File: config.mk
export PLATFORM = sky130hd
export DESIGN_NAME = obj_draw
export DESIGN_NICKNAME = d
export VERILOG_FILES = /design/src/obj_video_pkg.sv /design/src/obj_table_pkg.sv /design/src/obj_draw.sv
export SDC_FILE = /design/constraint.sdc
export NUM_CORES = 1
export LEC_CHECK = 0
export BUFFER_PORTS_ARGS = -buffer_cell sky130_fd_sc_hd__buf_4
export CAP_MARGIN = 20
export CORE_UTILIZATION = 62
export DETAILED_ROUTE_END_ITERATION = 8
export GPL_TIMING_DRIVEN = 0
export PLACE_DENSITY_LB_ADDON = 0.08
export SLEW_MARGIN = 10
export SYNTH_ARGS = -nofsm -noshare
export SYNTH_HDL_FRONTEND = slang
export SYNTH_SLANG_ARGS = --single-unit
File: constraint.sdc
create_clock -name clk -period 5 [get_ports clk]
set_input_delay 0.25 -clock clk [delete_from_list [all_inputs] [get_ports clk]]
set_output_delay 0.25 -clock clk [all_outputs]
set_load 0.01 [all_outputs]
File: src/obj_video_pkg.sv
`default_nettype none

package obj_video_pkg;

    localparam int LAST_ACTIVE_LINE = 223;  // last line that gets scanned
    localparam int ACTIVE_WIDTH     = 320;  // pixels streamed per line
    localparam int LB_SIZE          = 512;  // entries in one line buffer half

    typedef logic [8:0] vpos_t;             // line number
    typedef logic [8:0] xpos_t;             // horizontal position, wraps at 512
    typedef logic [9:0] lb_addr_t;          // {half, x}

    typedef logic [3:0] color_t;            // colour 0 is see-through
    typedef logic [6:0] pal_t;
    typedef logic [1:0] prio_t;

    // one line buffer entry, also the streamed pixel
    typedef struct packed {
        prio_t  prio;
        pal_t   pal;
        color_t color;
    } lb_pixel_t;

endpackage

`default_nettype wire

File: src/obj_table_pkg.sv
`default_nettype none

package obj_table_pkg;

    localparam int OBJ_COUNT = 32;
    localparam int TBL_WORDS = 256;     // 32 objects x 8 word slots
    localparam int CMD_DEPTH = 4;       // FIFO depth = credits after reset

    typedef logic [4:0]  obj_idx_t;
    typedef logic [2:0]  word_idx_t;    // words 0..5 used
    typedef logic [7:0]  tbl_addr_t;    // {object, word}
    typedef logic [15:0] tbl_word_t;
    typedef logic [15:0] offset_t;
    typedef logic [2:0]  bank_t;
    typedef logic [2:0]  credit_t;
    typedef logic [1:0]  cmd_ptr_t;
    typedef logic [3:0]  pix_idx_t;     // pixel inside a 16 pixel strip
    typedef logic [22:0] rom_addr_t;    // {bank, offset, pixel}

    // which word of an entry holds what
    localparam word_idx_t W_ATTR   = 3'd0;  // end, hide, bank, top line
    localparam word_idx_t W_OFFSET = 3'd1;
    localparam word_idx_t W_POS    = 3'd2;  // pitch and xpos
    localparam word_idx_t W_PRIO   = 3'd3;
    localparam word_idx_t W_FLIP   = 3'd4;
    localparam word_idx_t W_SIZE   = 3'd5;  // height and palette

    // field positions inside the words
    localparam int END_BIT    = 15;
    localparam int HIDE_BIT   = 14;
    localparam int BANK_LSB   = 9;
    localparam int TOP_LSB    = 0;
    localparam int PITCH_LSB  = 9;
    localparam int PITCH_W    = 7;      // signed
    localparam int XPOS_LSB   = 0;
    localparam int PRIO_LSB   = 12;
    localparam int HFLIP_BIT  = 14;
    localparam int HEIGHT_LSB = 8;
    localparam int HEIGHT_W   = 8;
    localparam int PAL_LSB    = 0;

    typedef struct packed {
        obj_video_pkg::xpos_t xpos;
        offset_t              offset;
        bank_t                bank;
        obj_video_pkg::prio_t prio;
        obj_video_pkg::pal_t  pal;
        logic                 hflip;
    } draw_cmd_t;

endpackage

`default_nettype wire

File: src/obj_draw.sv
`timescale 1ns/1ps
`default_nettype none

module obj_draw
    import obj_video_pkg::*;
    import obj_table_pkg::*;
(
    input  wire            clk,
    input  wire            rst,

    input  wire            cmd_valid,
    input  wire draw_cmd_t cmd,
    output logic           cmd_credit,

    output rom_addr_t      rom_addr,
    input  wire color_t    rom_data,

    output logic           lb_we,
    output xpos_t          lb_x,
    output lb_pixel_t      lb_pix
);

    typedef enum logic [1:0] {
        D_IDLE, D_FETCH, D_DRAIN
    } draw_state_t;

    draw_cmd_t   fifo [CMD_DEPTH];
    cmd_ptr_t    wr_ptr;
    cmd_ptr_t    rd_ptr;
    credit_t     fill;          // queued commands
    logic        pop;

    draw_state_t st;
    draw_cmd_t   cur;           // command being drawn
    pix_idx_t    pix;
    logic        wr_pend;       // ROM answer due this cycle
    xpos_t       wr_x;

    assign pop        = st == D_IDLE && fill != '0;
    assign cmd_credit = pop;    // slot freed, hand the credit back

    // command FIFO, credits keep it from overflowing
    always_ff @(posedge clk) begin
        if (cmd_valid) begin
            fifo[wr_ptr] <= cmd;
        end
    end

    always_ff @(posedge clk or posedge rst) begin
        if (rst) begin
            wr_ptr <= '0;
            rd_ptr <= '0;
            fill   <= '0;
        end else begin
            if (cmd_valid) begin
                wr_ptr <= wr_ptr + 1'b1;
            end
            if (pop) begin
                rd_ptr <= rd_ptr + 1'b1;
            end
            if (cmd_valid && !pop) begin
                fill <= fill + 1'b1;
            end else if (!cmd_valid && pop) begin
                fill <= fill - 1'b1;
            end
        end
    end

    // pop, 16 fetches, drain
    always_ff @(posedge clk or posedge rst) begin
        if (rst) begin
            st      <= D_IDLE;
            pix     <= '0;
            wr_pend <= 1'b0;
        end else begin
            wr_pend <= st == D_FETCH;
            case (st)
                D_IDLE: if (pop) begin
                    pix <= '0;
                    st  <= D_FETCH;
                end
                D_FETCH: begin
                    pix <= pix + 1'b1;
                    if (pix == '1) begin
                        st <= D_DRAIN;
                    end
                end
                D_DRAIN: st <= D_IDLE;  // pixel 15 lands now
                default: st <= D_IDLE;
            endcase
        end
    end

    always_ff @(posedge clk) begin
        if (pop) begin
            cur <= fifo[rd_ptr];
        end
        wr_x <= cur.xpos + xpos_t'(pix);    // wraps at 512
    end

    assign rom_addr = {cur.bank, cur.offset, pix ^ {$bits(pix_idx_t){cur.hflip}}};

    // colour 0 is fetched but never written
    assign lb_we  = wr_pend && rom_data != '0;
    assign lb_x   = wr_x;
    assign lb_pix = '{prio: cur.prio, pal: cur.pal, color: rom_data};

endmodule

`default_nettype wire

==> Word-level counts from Yosys, hierarchy flattened <==
Memories as Yosys holds them, arrays and structs flattened. A register that Yosys moved wholly into a read port is not among the register bits.
Cells that the tools add are included.
{ "word_totals": {"regBits": 23, "ramBits": 152, "inputBits": 45, "out_inout_bits": 47, "word_cells": 41, "n_memories": 1} }
{ "memory_table": {"columns": ["name", "words", "word_bits", "read_ports", "rd_ports_with_merged_regs", "write_ports", "line", "source"], "rows": [
  ["fifo", 4, 38, 1, 1, 1, "obj_draw.sv:27", "draw_cmd_t fifo [CMD_DEPTH];"]
]} }
{ "classes": {"n_addsub": 6, "eq_ne": 4, "n_mux": 9, "bitwise_logic": 1, "reduce_logical": 13} }
{ "op_table": {"columns": ["op", "n"], "rows": [
  ["$add A9 B4 Y9", 1],
  ["$pmux W4 S2", 1],
  ["$mux W3", 2],
  ["$add A2 B1 Y2 const B", 2],
  ["$add A4 B1 Y4 const B", 1],
  ["$eq A4 B4 Y1 const B", 1],
  ["$logic_and A1 B1 Y1", 4],
  ["$mux W2", 2],
  ["$mux W4", 1],
  ["$pmux W2 S2", 1],
  ["$reduce_and A2 Y1", 2],
  ["$reduce_bool A2 Y1", 2],
  ["$reduce_bool A4 Y1", 1],
  ["$xor A4 B4 Y4", 1],
  ["$add A3 B1 Y3 const B", 1],
  ["$reduce_bool A3 Y1", 1],
  ["$sub A3 B1 Y3 const B", 1],
  ["$eq A2 B1 Y1 const B", 1],
  ["$logic_not A1 Y1", 2],
  ["$logic_not A2 Y1", 1],
  ["$mux W1", 2],
  ["$ne A2 B1 Y1 const B", 1],
  ["$ne A2 B2 Y1 const B", 1]
]} }

==> Logic depth before layout (Yosys ltp) <==
{ "depth": {"ltp_word": 5, "mapped_depth": 9} }

==> Least setup slack after synthesis <==
No wires, ideal clock.
{ "synth_path": {"kind": "register to register", "from": "reg fill[0]", "to": "reg fill[2]", "setup_ns": 0.079, "arrival_ns": 1.866, "setup_slack_ns": 3.055, "path_stages_with_launch": 10, "synth_period_minus_slack_ns": 1.945, "path_cell_list": "dfrtp_1 -> nor3_2 -> or3_1 -> buf_2 -> ha_1 -> inv_1 -> fa_1 -> xor2_1 -> nor2_1 -> xor2_1"} }
{ "synth_between": {"elab_chain_cells": 5, "word_cells_on_any_way": 10, "classes_between": "2 x add/sub; 2 x mux; 6 x reduce/logical"} }
{ "synth_rtl": {"columns": ["item", "line", "source"], "rows": [
  ["start, declared", "obj_draw.sv:30", "credit_t fill;"],
  ["start signal, assigned", "obj_draw.sv:62", "fill <= fill + 1'b1;"],
  ["start signal, assigned", "obj_draw.sv:64", "fill <= fill - 1'b1;"],
  ["parallel branches: the longest is 5 deep, another holds $sub A3 B1 Y3", null, null]
]} }
Parallel ways; which one is timed is not known. The select of a mux whose other input is x is not followed.
A chain may end at the register's enable or synchronous reset.

==> Worst setup path in the final report <==
{ "layout_path": {"from": "reg fill[0]", "to": "out cmd_credit"} }
{ "layout_between": {"elab_chain_cells": 2} }
{ "layout_rtl": {"columns": ["item", "line", "source"], "rows": [
  ["$reduce_bool A3 Y1", "obj_draw.sv:39", "assign pop = st == D_IDLE && fill != '0;"],
  ["$logic_and A1 B1 Y1", "obj_draw.sv:39", null],
  ["end, declared", "obj_draw.sv:13", "output logic cmd_credit,"]
]} }
Every way passes these cells.

==> impl_metrics.csv <==
group,metric,value,unit
clock_tree,clock_latency,0.49,ns
cells_and_area,fin_nets,592,
worst_setup_path,worst_setup_path_start_kind,"flip-flop",
logic_synthesis,synthesis.yosys.warnings,0,
floorplan,fp.dieH,116,um
worst_setup_path,worstPathArrival,2.47,ns
sta,final.setup_skew,0.00976,ns
clock_tree,clk_pin_slew,0.06,ns
sta,post-route-min-period,2.72,ns
worst_setup_path,path_max_fanout,40,
power_and_ir_drop,peakVddDrop,0.000372,V
sta,max_slew_margin,33.1,%
logic_synthesis,yosys.area.top_type,"sky130_fd_sc_hd__edfxtp_1",
worst_setup_path,reg2reg_depth,9,
floorplan,floorplan.rows,41,
floorplan,io_pins,92,
sta,slew_viol_final,0,
sta,maxClockFrequency,367,MHz
detailed_routing,drt-vias-per-instance,5.39,
logic_synthesis,synth.lib_cells_used.distinct,37,
floorplan,die_w,116,um
worst_setup_path,path_class,"flip-flop to primary output",
clock_tree,postCtsSetupRepairBufs,0,
worst_setup_path,r2r_slack,2.78,ns
worst_setup_path,reg2reg_to,"fill[2]",
detailed_routing,drc,0,
worst_setup_path,critPathTopFamily,"buffers and inverters",
logic_synthesis,synth_top_cells_by_area,"sky130_fd_sc_hd__edfxtp_1 (71%), sky130_fd_sc_hd__mux4_2 (11%), sky130_fd_sc_hd__dfrtp_1 (4.3%)",
sta,timing.final.ws_setup,2.28,ns
placement,port-buffer-count,91,
cells_and_area,most_frequent_standard_cell_in_the_layout_excluding_fill_and_tap_cells,"sky130_fd_sc_hd__edfxtp_1",
floorplan,fp.coreArea,0.0127,mm^2
logic_synthesis,syn-num-nets,434,
logic_synthesis,synth_enable_flop_cells,190,
clock_tree,numCtsBuffers,21,
cells_and_area,multi_input_area,0.00146,mm^2
worst_setup_path,critPathRequiredTime,4.75,ns
clock_tree,clkSinkCount,213,
logic_synthesis,synthCells,377,
sta,finalHoldViolCount,0,
job,maxcap_violations,0,
sta,rsz_0062_raised_after_global_routing,"no",
cells_and_area,p_r_area_growth_vs_syn,25.3,%
worst_setup_path,crit_chain,"nor3_2 -> or3_1 -> buf_2 -> inv_2 -> buf_4",
worst_setup_path,endpoint_kind,"primary output",
detailed_routing,post_detailed_routing_wire_length,14300,um
logic_synthesis,fraction_of_registers_with_async_set_or_reset_after_synthesis,6.57,%
logic_synthesis,synthesis.area,0.00809,mm^2
floorplan,floorplan.initialDensity,63.8,%
hold_path,hold_class,"primary input to async pin",
placement,dpl.hpwl,8150,um
cells_and_area,mostFrequentLayoutCells,"sky130_fd_sc_hd__edfxtp_1 (190), sky130_fd_sc_hd__buf_4 (124), sky130_fd_sc_hd__dlygate4sd3_1 (40)",
worst_setup_path,regToRegStartpoint,"fill[0]",
detailed_routing,wl_per_cell,19.8,um
grt,grt_antenna_before_repair,1,
cells_and_area,instances_no_fill,721,
cells_and_area,num-fill-cells,641,
sta,final.period_utilization,54.5,%
logic_synthesis,yosys_register_bits,213,
sta,setup_viol,0,
clock_tree,htree_num_levels,1,
detailed_routing,ant_nets,0,
grt,wire_length_of_the_first_global_routing_pass,21300,um
grt,grt_overflow_total,0,
placement,dpl_worst_slack,2.76,ns
power_and_ir_drop,fin_total_pwr,5.84,mW
power_and_ir_drop,power_density,576,mW/mm^2
placement,gp_routability_congestion,0.792,
cells_and_area,storage_element_area,0.00624,mm^2
logic_synthesis,synth_top_area_share,70.6,%
grt,grt_start_max_net_pins,41,
detailed_routing,drt_pre_antenna_iters,4,
grt,first_global_vias,4043,
logic_synthesis,synth-main-ff-cell,"sky130_fd_sc_hd__edfxtp_1",
cells_and_area,layout-drive-gt1-share,38.7,%
sta,worstMarginPinSlew,1.00,ns
worst_setup_path,crit_buf_inv,3,
outcome,run_status,"completed",
worst_setup_path,cp_slowest_cell,"sky130_fd_sc_hd__inv_2",
placement,numPlacedInstances,644,
logic_synthesis,synth_sequential_area_ratio,77.1,%
grt,grt.total_usage,22.0,%
detailed_routing,detail_route.iter0.violations,261,
power_and_ir_drop,leakagePower,3.74,nW
clock_tree,tritoncts,"yes",
clock_tree,clock_path_buffers,3,
floorplan,die_area,0.0135,mm^2
logic_synthesis,post_synth.cell_area_avg,21.4,um^2
worst_setup_path,timing.critical_path.slowest_cell_delay,0.73,ns
detailed_routing,routed-via-count,3885,
sta,tns,0,ns
clock_tree,clock_tree.root_cell,"sky130_fd_sc_hd__clkbuf_16",
per-stage QoR:
step / instance area [um^2] / util (%) / hold slack [ns]
after floorplan: 8090 / - / 0.139
after global placement: 8980 / 70.9 / 0.322
after detailed placement: 9080 / 71.7 / 0.355
after CTS: 10100 / 80.0 / 0.413
after global routing: 10100 / 80.0 / 0.441
final: 10100 / 80.0 / 0.403
Yosys cell counts (4+ instances only):
| cell type | n |
|---|---|
| sky130_fd_sc_hd__ha_1 | 10 |
| sky130_fd_sc_hd__dfxtp_1 | 9 |
| sky130_fd_sc_hd__nand2_1 | 8 |
| sky130_fd_sc_hd__xor2_1 | 12 |
| sky130_fd_sc_hd__buf_12 | 4 |
| sky130_fd_sc_hd__xnor2_1 | 4 |
| sky130_fd_sc_hd__buf_4 | 33 |
| sky130_fd_sc_hd__mux4_2 | 38 |
| sky130_fd_sc_hd__nand3_1 | 4 |
| sky130_fd_sc_hd__and2_1 | 4 |
| sky130_fd_sc_hd__edfxtp_1 | 190 |
| sky130_fd_sc_hd__inv_1 | 9 |
| sky130_fd_sc_hd__dfrtp_1 | 14 |
| sky130_fd_sc_hd__buf_2 | 4 |
| sky130_fd_sc_hd__a21oi_1 | 7 |
final cells by class:
type / count / share of cell area [%]
Inverter: 10 / 0.370
Sequential cell: 213 / 61.5
Antenna cell: 1 / 0.0247
Timing Repair Buffer: 135 / 11.6
Clock inverter: 14 / 1.17
Buffer: 42 / 3.54
Clock buffer: 22 / 5.22
Multi-Input combinational cell: 112 / 14.4
Tap cell: 172 / 2.12
where the power goes:
part / switching, mW / leakage (nW) / internal (mW)
Combinational: 0.830 / 1.43 / 0.887
Clock: 0.612 / 0.316 / 0.868
Sequential: 0.159 / 1.99 / 2.48
cells by family after synthesis:
logic type / share of synthesized area [%]
xor+xnor: 1.73
flops: 77.1
compound gates: 1.72
mux: 10.8
fa+ha+maj: 2.04
simple gates: 1.64
buf+inv: 4.90
flip-flops by register name, indices dropped and copies added, names as in the netlist, 3 cells and up:
register and count:
cur 10, fifo 152, fill 3, lb_pix 9, lb_x 9, pix 4
rom_addr 19
worst reg2reg max path: cells and delay by family, from the launching register on:
family | cells | cell delay [ns]
flip-flops | 1 | 0.43
adder cells (fa/ha/maj) | 2 | 0.57
XOR/XNOR | 2 | 0.33
buffers and inverters | 2 | 0.21
AND/OR/NAND/NOR | 3 | 0.60
repair_timing:
item                                    4_1_cts  5_1_grt
endpoints found under the setup margin        0        0
hold endpoints to repair                    167        0
resized for setup                             0        0
hold buffers                                 40        0
routing by layer:
metal  wire, um  GRT usage, %
met1       5660          28.5
met2       7560          38.5
met3        833          4.15
met4        242          6.15
met5          0             0
worst max path at each step:
stage                         start          to  cells after the start
after floorplan             fill[0]     fill[2]                      9
after global placement    wr_ptr[0]  fifo[2][2]                      3
after detailed placement    fill[0]  cmd_credit                      5
after CTS                   fill[0]  cmd_credit                      5
after global routing        fill[0]  cmd_credit                      5
final                       fill[0]  cmd_credit                      5
No activity file was read; power rests on OpenSTA's default activity.
