$ cat src/obj_video_pkg.sv
`default_nettype none

package obj_video_pkg;

    localparam int LAST_ACTIVE_LINE = 223;  // last line that gets scanned
    localparam int ACTIVE_WIDTH     = 320;  // pixels streamed per line
    localparam int LB_SIZE          = 512;  // entries in one line buffer half

    typedef logic [8:0] vpos_t;             // line number
    typedef logic [8:0] xpos_t;             // horizontal position, wraps at 512
    typedef logic [9:0] lb_addr_t;          // {half, x}

    typedef logic [3:0] color_t;            // colour 0 is see-through
    typedef logic [6:0] pal_t;
    typedef logic [1:0] prio_t;

    // one line buffer entry, also the streamed pixel
    typedef struct packed {
        prio_t  prio;
        pal_t   pal;
        color_t color;
    } lb_pixel_t;

endpackage

`default_nettype wire

$ cat src/obj_table_pkg.sv
`default_nettype none

package obj_table_pkg;

    localparam int OBJ_COUNT = 32;
    localparam int TBL_WORDS = 256;     // 32 objects x 8 word slots
    localparam int CMD_DEPTH = 4;       // FIFO depth = credits after reset

    typedef logic [4:0]  obj_idx_t;
    typedef logic [2:0]  word_idx_t;    // words 0..5 used
    typedef logic [7:0]  tbl_addr_t;    // {object, word}
    typedef logic [15:0] tbl_word_t;
    typedef logic [15:0] offset_t;
    typedef logic [2:0]  bank_t;
    typedef logic [2:0]  credit_t;
    typedef logic [1:0]  cmd_ptr_t;
    typedef logic [3:0]  pix_idx_t;     // pixel inside a 16 pixel strip
    typedef logic [22:0] rom_addr_t;    // {bank, offset, pixel}

    // which word of an entry holds what
    localparam word_idx_t W_ATTR   = 3'd0;  // end, hide, bank, top line
    localparam word_idx_t W_OFFSET = 3'd1;
    localparam word_idx_t W_POS    = 3'd2;  // pitch and xpos
    localparam word_idx_t W_PRIO   = 3'd3;
    localparam word_idx_t W_FLIP   = 3'd4;
    localparam word_idx_t W_SIZE   = 3'd5;  // height and palette

    // field positions inside the words
    localparam int END_BIT    = 15;
    localparam int HIDE_BIT   = 14;
    localparam int BANK_LSB   = 9;
    localparam int TOP_LSB    = 0;
    localparam int PITCH_LSB  = 9;
    localparam int PITCH_W    = 7;      // signed
    localparam int XPOS_LSB   = 0;
    localparam int PRIO_LSB   = 12;
    localparam int HFLIP_BIT  = 14;
    localparam int HEIGHT_LSB = 8;
    localparam int HEIGHT_W   = 8;
    localparam int PAL_LSB    = 0;

    typedef struct packed {
        obj_video_pkg::xpos_t xpos;
        offset_t              offset;
        bank_t                bank;
        obj_video_pkg::prio_t prio;
        obj_video_pkg::pal_t  pal;
        logic                 hflip;
    } draw_cmd_t;

endpackage

`default_nettype wire

$ cat src/obj_scan.sv
`timescale 1ns/1ps
`default_nettype none

module obj_scan
    import obj_video_pkg::*;
    import obj_table_pkg::*;
(
    input  wire            clk,
    input  wire            rst,
    input  wire            hstart,
    input  wire vpos_t     vrender,

    output tbl_addr_t      tbl_addr,
    output logic           tbl_we,
    output tbl_word_t      tbl_din,
    input  wire tbl_word_t tbl_dout,

    output logic           cmd_valid,
    output draw_cmd_t      cmd,
    input  wire            cmd_credit
);

    typedef enum logic [2:0] {
        S_IDLE, S_FETCH, S_CHECK, S_WRITEBACK, S_ISSUE, S_DONE
    } scan_state_t;

    scan_state_t st;
    obj_idx_t    obj;
    word_idx_t   word;          // address of the word being fetched
    vpos_t       line;          // line latched at hstart
    credit_t     credits;

    // fields of the current entry
    logic                is_end;
    logic                hide;
    logic                hflip;
    vpos_t               top;
    bank_t               bank;
    offset_t             offset;
    logic [PITCH_W-1:0]  pitch;
    xpos_t               xpos;
    prio_t               prio;
    logic [HEIGHT_W-1:0] height;
    pal_t                pal;

    logic [$bits(vpos_t):0] bottom;   // one past the last line
    logic    visible;
    logic    last_obj;
    offset_t next_offset;

    assign bottom   = {1'b0, top} + {2'b0, height};
    assign visible  = !hide && line >= top && {1'b0, line} < bottom;
    assign last_obj = obj == obj_idx_t'(OBJ_COUNT - 1);
    // first line keeps the stored offset, later lines step by pitch
    assign next_offset = line == top ? offset :
        offset + {{($bits(offset_t) - PITCH_W){pitch[PITCH_W-1]}}, pitch};

    assign tbl_addr  = {obj, st == S_WRITEBACK ? W_OFFSET : word};
    assign tbl_we    = st == S_WRITEBACK;
    assign tbl_din   = offset;
    assign cmd_valid = st == S_ISSUE && credits != '0;
    assign cmd       = '{xpos: xpos, offset: offset, bank: bank, prio: prio,
                         pal: pal, hflip: hflip};

    always_ff @(posedge clk or posedge rst) begin
        if (rst) begin
            credits <= credit_t'(CMD_DEPTH);
        end else if (cmd_valid && !cmd_credit) begin
            credits <= credits - 1'b1;
        end else if (!cmd_valid && cmd_credit) begin
            credits <= credits + 1'b1;
        end
    end

    always_ff @(posedge clk or posedge rst) begin
        if (rst) begin
            st   <= S_IDLE;
            obj  <= '0;
            word <= '0;
            line <= '0;
        end else begin
            case (st)
                S_IDLE: if (hstart && vrender <= vpos_t'(LAST_ACTIVE_LINE)) begin
                    line <= vrender;
                    obj  <= '0;
                    word <= '0;
                    st   <= S_FETCH;
                end
                S_FETCH: begin
                    word <= word + 1'b1;
                    if (word == W_SIZE + 3'd1) begin   // last word is in
                        st <= S_CHECK;
                    end
                end
                S_CHECK: begin
                    if (is_end) begin
                        st <= S_DONE;
                    end else if (visible) begin
                        st <= S_WRITEBACK;
                    end else if (last_obj) begin
                        st <= S_DONE;
                    end else begin
                        obj  <= obj + 1'b1;
                        word <= '0;
                        st   <= S_FETCH;
                    end
                end
                S_WRITEBACK: st <= S_ISSUE;
                S_ISSUE: if (credits != '0) begin   // stall here without credit
                    obj  <= obj + 1'b1;
                    word <= '0;
                    st   <= last_obj ? S_DONE : S_FETCH;
                end
                S_DONE: st <= S_IDLE;
                default: st <= S_IDLE;
            endcase
        end
    end

    // data lags the address by one, so word-1 is on tbl_dout
    always_ff @(posedge clk) begin
        if (st == S_FETCH && word != W_ATTR) begin
            case (word - 3'd1)
                W_ATTR: begin
                    is_end <= tbl_dout[END_BIT];
                    hide   <= tbl_dout[HIDE_BIT];
                    bank   <= tbl_dout[BANK_LSB +: $bits(bank_t)];
                    top    <= tbl_dout[TOP_LSB +: $bits(vpos_t)];
                end
                W_OFFSET: offset <= tbl_dout;
                W_POS: begin
                    pitch <= tbl_dout[PITCH_LSB +: PITCH_W];
                    xpos  <= tbl_dout[XPOS_LSB +: $bits(xpos_t)];
                end
                W_PRIO: prio  <= tbl_dout[PRIO_LSB +: $bits(prio_t)];
                W_FLIP: hflip <= tbl_dout[HFLIP_BIT];
                W_SIZE: begin
                    height <= tbl_dout[HEIGHT_LSB +: HEIGHT_W];
                    pal    <= tbl_dout[PAL_LSB +: $bits(pal_t)];
                end
                default: ;
            endcase
        end
        if (st == S_CHECK && visible) begin
            offset <= next_offset;  // value for write-back and the command
        end
    end

endmodule

`default_nettype wire

$ cat config.mk
export PLATFORM = sky130hd
export DESIGN_NAME = obj_scan
export DESIGN_NICKNAME = d
export VERILOG_FILES = /design/src/obj_video_pkg.sv /design/src/obj_table_pkg.sv /design/src/obj_scan.sv
export SDC_FILE = /design/constraint.sdc
export NUM_CORES = 1
export LEC_CHECK = 0
export BUFFER_PORTS_ARGS = -buffer_cell sky130_fd_sc_hd__buf_2
export CAP_MARGIN = 20
export CORE_ASPECT_RATIO = 1.25
export CORE_UTILIZATION = 25
export DETAILED_ROUTE_END_ITERATION = 7
export GPL_ROUTABILITY_DRIVEN = 0
export MAX_ROUTING_LAYER = met4
export PLACE_DENSITY = 0.45
export SETUP_SLACK_MARGIN = 0.1
export SLEW_MARGIN = 0
export SYNTH_ARGS = -nofsm -noshare
export SYNTH_HDL_FRONTEND = slang
export SYNTH_SLANG_ARGS = --single-unit
$ cat constraint.sdc
create_clock -name clk -period 5 [get_ports clk]
set_input_delay 0.75 -clock clk [delete_from_list [all_inputs] [get_ports clk]]
set_output_delay 0.75 -clock clk [all_outputs]
set_load 0.01 [all_outputs]
; Yosys cells after proc, flatten, opt, wreduce, memory -nomap -nowiden
; Cells that the tools add are included.
[word_totals]
ff_bits = 87
in_bits = 29
out_inout_bits = 64
elab_cells = 101
[classes]
addsub = 7
magnitude_cmp = 3
n_eq_ne = 19
mux = 26
n_reduce_logical = 30
[op_table]
columns = op, count
row1 = 16-bit two-way mux, 4
row2 = 3-bit two-way mux, 14
row3 = 5-bit two-way mux, 5
row4 = 16-bit adder, 1
row5 = 3-bit one-hot mux with 5 select lines, 1
row6 = 5-bit one-hot mux with 3 select lines, 1
row7 = 3-bit by 2-bit == test with 1-bit output (second input constant), 4
row8 = 3-bit == test (second input constant), 4
row9 = 2-bit inequality test (second input constant), 6
row10 = 3-bit one-hot mux with 4 select lines, 1
row11 = 2-bit AND reduction, 6
row12 = 6-bit AND reduction, 2
row13 = 9-bit by 8-bit adder with 10-bit output, 1
row14 = 9-bit by 10-bit < comparator with 1-bit output, 1
row15 = 9-bit == test, 1
row16 = 9-bit >= comparator, 1
row17 = 9-bit by 8-bit less-or-equal comparator with 1-bit output (second input constant), 1
row18 = 3-bit nonzero test, 3
row19 = 1-bit logical AND, 8
row20 = 3-bit by 1-bit adder with 3-bit output (second input constant), 2
row21 = 3-bit by 1-bit == test with 1-bit output (second input constant), 2
row22 = 3-bit logical NOT, 2
row23 = 3-bit AND reduction, 2
row24 = 2-bit nonzero test, 3
row25 = other kinds (6), 9

; Longest topological paths before layout
; Gate-level depths: netlist (run 1).
[logic_depth]
ltp_word = 6
ltp_mapped = 20
depth_no_buf = 18

; Least setup slack after synthesis (run 1)
; OpenSTA, ideal clock, no wires.
[synth_timing]
path_type = register to register
start = register top[0]
end = register offset[0] (netlist: tbl_din[0]), enable pin
setup_time_ns = 0.411
t_arrival_ns = 3.975
t_required_ns = 4.589
slack_ns = 0.614
stages_incl_launch_ff = 19
n_path_buf = 1
synth_period_minus_slack_ns = 4.386
cell_sequence = edfxtp_1 > ha_1 > inv_1 > fa_1 > nor2b_1 > o21ai_0 > nand2b_1 > a21o_1 > a21o_1 > a31oi_1 > xnor2_1 > ha_1 > nor3_1 > nand3_1 > a41oi_1 > a311o_1 > nand3_2 > buf_6 > o21ai_0
[synth_via]
elab_chain_cells = 6
word_cells_on_any_way = 11
cone_classes = add/sub: 1 / order compare: 2 / eq/ne: 2 / reduce/logical: 6
[synth_lines]
columns = element, line
row1 = "start, declared", obj_scan.sv:37  ; vpos_t top;
row2 = "start signal, assigned", obj_scan.sv:128  ; top <= tbl_dout[TOP_LSB +: $bits(vpos_t)];
row3 = 9-bit by 8-bit adder with 10-bit output / 9-bit >= comparator (equally long branches), "obj_scan.sv:51, obj_scan.sv:52"
row4 = 9-bit by 10-bit < comparator with 1-bit output / 1-bit logical AND (equally long branches), obj_scan.sv:52  ; assign visible = !hide && line >= top && {1'b0, line} < bottom;
row5 = 1-bit logical AND, obj_scan.sv:52
row6 = 1-bit logical AND, obj_scan.sv:144  ; if (st == S_CHECK && visible) begin
row7 = 2-bit inequality test (no source line) / 2-bit nonzero test (equally long branches), -
row8 = 3-bit AND reduction (no source line) (*), -
row9 = "end signal, assigned", obj_scan.sv:130  ; W_OFFSET: offset <= tbl_dout;
row10 = "end signal, assigned", obj_scan.sv:145  ; offset <= next_offset;
row11 = "end, declared", obj_scan.sv:39  ; offset_t offset;
; Mark *: on every way between the ends. The rest lies on a longest branch, timed or not.
; A chain may end at the register's enable or synchronous reset.

; Final worst setup path (run 1)
[layout_timing]
start = register top[0]
end = register offset[10] (netlist: tbl_din[10]), enable pin
; Same word-level chain as after synthesis.

==> results.yml, run 1 <==
run_status:
  status: "finished clean"
min_path:
  hold_path_class: "reg -> reg"
  worstHoldPathCells: 1
  hold_path_startpoint: "credits[0]$_DFFE_PP0P_"
  whs_endpoint: "credits[0]$_DFFE_PP0P_"
placement:
  dp_hpwl_mm: 9.93
  portBuffers: 92
sta:
  slew_headroom: 0.366
  setup_tns_ns: 0
  rsz0062_at_grt: "no"
  hold_viol_final: 0
  fin_skew_ns: 0.0109
  fin_crit_ns: 4.08
  max_freq_mhz: 245
  fin_crit_sh: 0.817
  finalSetupViolCount: 0
  tightest_slew_ns: 0.950
  slew_viol_final: 0
setup_path:
  cp-start-kind: "flop"
  crit_path_end_kind: "flop"
  path_class: "reg -> reg"
  path_max_fanout: 11
  cp.required_ns: 5.03
  r2r_slack_ns: 0.92
  timing.rr.end: "tbl_din[10]$_DFFE_PP_"
  r2r_start: "top[0]$_DFFE_PP_"
  r2r_cells: 18
  worst_ep_arrival_time_ns: 4.12
synthesis:
  syn-cell-area_um2: 5060
  ys_seq_elements: 87
  ys_seq_area_frac: 0.494
  ys.flop_type: "edfxtp_1"
  ys_types: 59
  syn_nets: 527
  yosys.area_share.simple: 0.113
  synthMuxAreaShare: 0.0307
  synthAdderAreaFrac: 0.133
  async_reset_ff_frac: 0.264
  yosysWarnings: 0
  synth_edf_count: 64
  synth-xor-area-share: 0.0398
  synth_top_family_by_area: "compound AO/OA/AOI/OAI gates"
  synthCells: 446
  synth_compound_area_frac: 0.135
  avgSynthCellArea_um2: 11.3
grt:
  grt_max_degree: 29
  use_met1: 0.152
  met3_usage: 0.0232
  antenna_found_initial: 0
  grt_util_all_layers: 0.132
  grt_pass1_wl_mm: 20.0
  overflow: 0
  grt_pass1_vias: 3736
  grt.busiest_layer: "met2"
  grt_util_met2: 0.228
pwr:
  power.total_mw: 2.72
  vdd_ir_drop_max_mv: 0.206
  cellLeakagePower_nw: 2.59
  powerDensity_nw_per_um2: 452
cts:
  cts_resized: 0
  insertion_delay_ns: 0.34
  htree_levels: 3
  cts_buffers: 9
  clk_pin_slew_ns: 0.07
  cts_setup_buffers: 0
  clock-root-buffer: "clkbuf_16"
  cts_buffer_depth: 2
  hold_buffers: 0
  cts_tree: "done"
  cts.sinks: 87
route:
  drtPass1Iterations: 5
  routed_via_density: 4.54
  wl_mm: 12.5
  drc: 0
  drtAntennaViolNets: 0
  avgRoutedWirePerCell_um: 15.7
  vias: 3621
  drt-initial-drc-count: 178
layout:
  syn2layout_area_growth_pct: 19.0
  final_util: 0.307
  drive_above_1_share: 0.244
  nets: 609
  diodes: 0
floorplan:
  rows: 57
  fp.dieH_um: 161
  dieArea_um2: 20800
  initial_core_util: 0.258
  die_w_um: 129
  io_pins: 93
  coreArea_um2: 19600
run:
  max-cap-violations: 0
==> metrics by stage <==
stage	setup WS, ns	cells	area [µm²]	hold slack (ns)
6_report	0.916	798	6020	0.493
3_5_place_dp	0.918	782	5700	0.482
3_3_place_gp	1.01	782	5700	0.473
2_1_floorplan	0.614	446	5060	0.453
4_1_cts	0.861	798	6020	0.495
5_1_grt	0.579	798	6020	0.525
==> worst max path at each step <==
stage | end | start | depth (start not counted) | slack (ns)
after floorplan | tbl_din[0]$_DFFE_PP_ | top[0]$_DFFE_PP_ | 18 | 0.61
after global placement | tbl_din[13]$_DFFE_PP_ | top[0]$_DFFE_PP_ | 18 | 1.01
after detailed placement | tbl_din[14]$_DFFE_PP_ | top[0]$_DFFE_PP_ | 18 | 0.92
after CTS | tbl_din[14]$_DFFE_PP_ | top[0]$_DFFE_PP_ | 18 | 0.86
after global routing | tbl_din[10]$_DFFE_PP_ | top[0]$_DFFE_PP_ | 18 | 0.58
final | tbl_din[10]$_DFFE_PP_ | top[0]$_DFFE_PP_ | 18 | 0.92
==> critical path, cell delays in order, from the launching register on <==
cell,delay [ns]
edfxtp_1,0.40
ha_1,0.26
inv_1,0.08
fa_1,0.20
nor2b_1,0.06
o21ai_0,0.14
nand2b_1,0.11
a21o_1,0.18
a21o_1,0.19
a31oi_1,0.20
xnor2_1,0.09
ha_1,0.19
nor3_1,0.15
nand3_1,0.10
a41oi_1,0.19
a311o_1,0.28
nand3_2,0.12
o21ai_1,0.52
buf_4,0.31
==> power by group <==
group | internal, mW | switching [mW] | total [mW] | leakage [nW]
Clock | 0.442 | 0.290 | 0.731 | 0.150
Sequential | 0.927 | 0.119 | 1.05 | 0.867
Combinational | 0.406 | 0.541 | 0.947 | 1.57
==> area by class of cell <==
class,instances,area (µm²)
Clock buffer,10,229
Clock inverter,6,92.6
Multi-Input combinational cell,306,2280
Inverter,30,113
Fill cell,2050,13600
Sequential cell,87,2500
Tap cell,265,332
Timing Repair Buffer,94,475
==> cell families after synthesis <==
family / after synthesis
compound gates: 102
xor+xnor: 23
fa+ha+maj: 52
buf+inv: 53
flops: 87
mux: 13
simple gates: 116
==> state kept, by name, indices dropped and copies added, names as in the netlist <==
register,count
credits,3
prio,2
word,3
pitch,7
st,3
hflip,1
is_end,1
xpos,9
top,9
hide,1
pal,7
obj,5
tbl_din,16
bank,3
height,8
line,9
==> placed cells by master, fill, tap and decap left out, drive strengths merged, types with 2 or more instances in the layout <==
cell type / Yosys / final
a21o: 11 / 11
a21oi: 24 / 24
a31oi: 5 / 5
and2: 5 / 5
and3: 5 / 5
buf: 20 / 94
bufinv: 0 / 2
clkbuf: 3 / 10
clkinvlp: 0 / 2
dfrtp: 22 / 22
edfxtp: 64 / 64
fa: 3 / 3
ha: 49 / 49
inv: 30 / 32
mux2: 11 / 11
mux2i: 2 / 2
nand2: 34 / 34
nand2b: 9 / 9
nand3: 15 / 15
nand4: 3 / 3
nor2: 20 / 20
nor2b: 9 / 9
nor3: 11 / 11
o211ai: 3 / 3
o21a: 3 / 3
o21ai: 34 / 34
o22ai: 2 / 2
o2bb2ai: 3 / 3
o41a: 2 / 2
xnor2: 9 / 9
xor2: 14 / 14
==> routing by layer <==
layer,vias to the layer above,wire length (µm)
met1,1758,5440
met5,-,0
li1,1774,-
met4,0,216
met3,13,396
met2,76,6480
==> synth_stat cells (9+ instances only) <==
| cell | number | share of area |
|---|---|---|
| edfxtp_1 | 64 | 0.38 |
| xor2_1 | 14 | 0.024 |
| nor3_1 | 11 | 0.011 |
| xnor2_1 | 9 | 0.016 |
| a21o_1 | 11 | 0.016 |
| nand2b_1 | 9 | 0.011 |
| ha_1 | 49 | 0.12 |
| a21oi_1 | 24 | 0.024 |
| dfrtp_1 | 22 | 0.11 |
| buf_4 | 17 | 0.025 |
| o21ai_0 | 30 | 0.030 |
| nor2_1 | 20 | 0.015 |
| inv_1 | 29 | 0.022 |
| nand2_1 | 34 | 0.025 |
| nand3_1 | 14 | 0.014 |
Power figures use the tool's default switching activity.
==> run 2, diff against run 1 <==
Settings changed: PLACE_DENSITY 0.45 to 0.47.
Clock period 5 ns to 3.41 ns, I/O delays scaled along.
==> results.yml, run 2 (synthesis results as in run 1) <==
route:
  drtAntennaViolNets: 0
  routed_via_density: 4.51
  wl_mm: 12.7
  drtPass1Iterations: 4
  avgRoutedWirePerCell_um: 15.4
  drt-initial-drc-count: 114
  vias: 3700
  drc: 0
placement:
  dpl_cell_area_um2: 5820
  dp_hpwl_mm: 9.84
  pre_cts_ws_ns: -0.103
  placed_cells: 791
  portBuffers: 92
cts:
  cts_tree: "done"
  cts_buffer_depth: 2
  clk_pin_slew_ns: 0.07
  insertion_delay_ns: 0.35
  htree_levels: 3
  clock-root-buffer: "clkbuf_16"
  cts.sinks: 87
  cts_buffers: 9
setup_path:
  crit_start: "top[0]$_DFFE_PP_"
  cpMostUsedCell: "o21ai_1"
  cp.required_ns: 3.52
  cp_cell_sequence: "ha_2 > inv_2 > fa_2 > nor2b_1 > o21ai_1 > nand2b_1 > a21o_1 > a21o_1 > a31oi_2 > xnor2_1 > ha_2 > o21ai_1 > nor2_1 > o21ai_1 > a311o_1 > nand3_2 > buf_12 > buf_12 > clkinv_8 > mux2_4"
  r2r_start: "top[0]$_DFFE_PP_"
  path_buf_inv: 4
  r2r_slack_ns: -0.09
  critPathTopFamily: "compound AO/OA/AOI/OAI gates"
  crit_path_max_incr_delay_ns: 0.39
  worst_ep_arrival_time_ns: 3.60
  crit_path_end_kind: "flop"
  path_max_fanout: 5
  cp-start-kind: "flop"
  path_class: "reg -> reg"
  cp_slowest_cell: "edfxtp_1"
sta:
  fin_crit_ns: 3.50
  slew_viol_final: 0
  tightest_slew_ns: 0.886
  worst_hold_slack_ns: 0.339
  fin_skew_ns: 0.00726
  slew_headroom: 0.409
  hold_viol_final: 0
  rsz0062_at_grt: "yes"
  finalSetupViolCount: 23
  max_freq_mhz: 286
  setup_tns_ns: -1.07
  fin_crit_sh: 1.03
  setup_slack_ns: -0.0876
layout:
  fin_cells: 821
  nFillCells: 1981
  fin_area_um2: 6490
  seq_area_um2: 2500
  nets: 631
  syn2layout_area_growth_pct: 28.2
  final_common_cell: "buf_2"
  largest_reg_flops: 16
  multi_input_area_um2: 2440
  final_util: 0.331
  drive_above_1_share: 0.333
  final_cell_mix: "buf_2, edfxtp_1, ha_1"
pwr:
  powerDensity_nw_per_um2: 639
  power.total_mw: 4.14
  cellLeakagePower_nw: 2.77
  vdd_ir_drop_max_mv: 0.266
run_status:
  violations: "setup timing"
  status: "complete, but fails checks"
floorplan:
  coreArea_um2: 19600
  dieArea_um2: 20800
  rows: 57
  io_pins: 93
  initial_core_util: 0.258
  fp.dieH_um: 161
  die_w_um: 129
grt:
  overflow: 0
  grt_util_all_layers: 0.131
  grt_pass1_wl_mm: 19.8
  grt_pass1_vias: 3775
  antenna_found_initial: 1
  grt_max_degree: 24
run:
  max-cap-violations: 0
min_path:
  hold_path_class: "in -> async"
==> run 2: changes by cell type in the layout (fill, tap and decap cells not counted), sizes merged <==
cell and change:
clkinv +2, bufinv -1, diode +1, clkbuf +2, buf +19
==> run 2: final timing paths <==
| path | to | cells after the start |
|---|---|---|
| min | obj[3]$_DFFE_PP0P_ | 2 |
| min in group clk | line[3]$_DFFE_PP0P_ | 2 |
| max in group asynchronous | st[1]$_DFFE_PP0P_ | 2 |
| min reg2reg | credits[0]$_DFFE_PP0P_ | 1 |
| max reg2reg | tbl_din[14]$_DFFE_PP_ | 20 |
| max | tbl_din[14]$_DFFE_PP_ | 20 |
==> run 2: repair_timing <==
action | 4_1_cts | 5_1_grt
gates resized for setup | 9 | 44
pin swaps | 2 | 23
setup buffers | 3 | 8
gates cloned | 0 | 3
endpoints found under the setup margin | 35 | 42
hold buffers | 0 | 0
==> run 2: where the power goes <==
| part | switching, mW | total (mW) | internal (mW) | leakage [nW] |
|---|---|---|---|---|
| logic | 0.852 | 1.57 | 0.718 | 1.75 |
| clock network | 0.461 | 1.04 | 0.582 | 0.146 |
| registers | 0.174 | 1.53 | 1.36 | 0.867 |
==> run 2: per-layer routing <==
metal	wire length, µm	vias to the layer above	global-route usage
li1	-	1826	-
met1	5400	1784	0.152
met2	6610	78	0.226
met3	426	12	0.0235
met4	208	0	0.0433
met5	0	-	-
==> run 2: final cells by class <==
type,count,share of cell area
diodes,1,0.000386
clock buffers,9,0.0347
clock inverters,7,0.0135
inverters,30,0.0193
multi-input cells,306,0.376
flip-flops and latches,87,0.385
well taps,265,0.0511
repair buffers,116,0.120
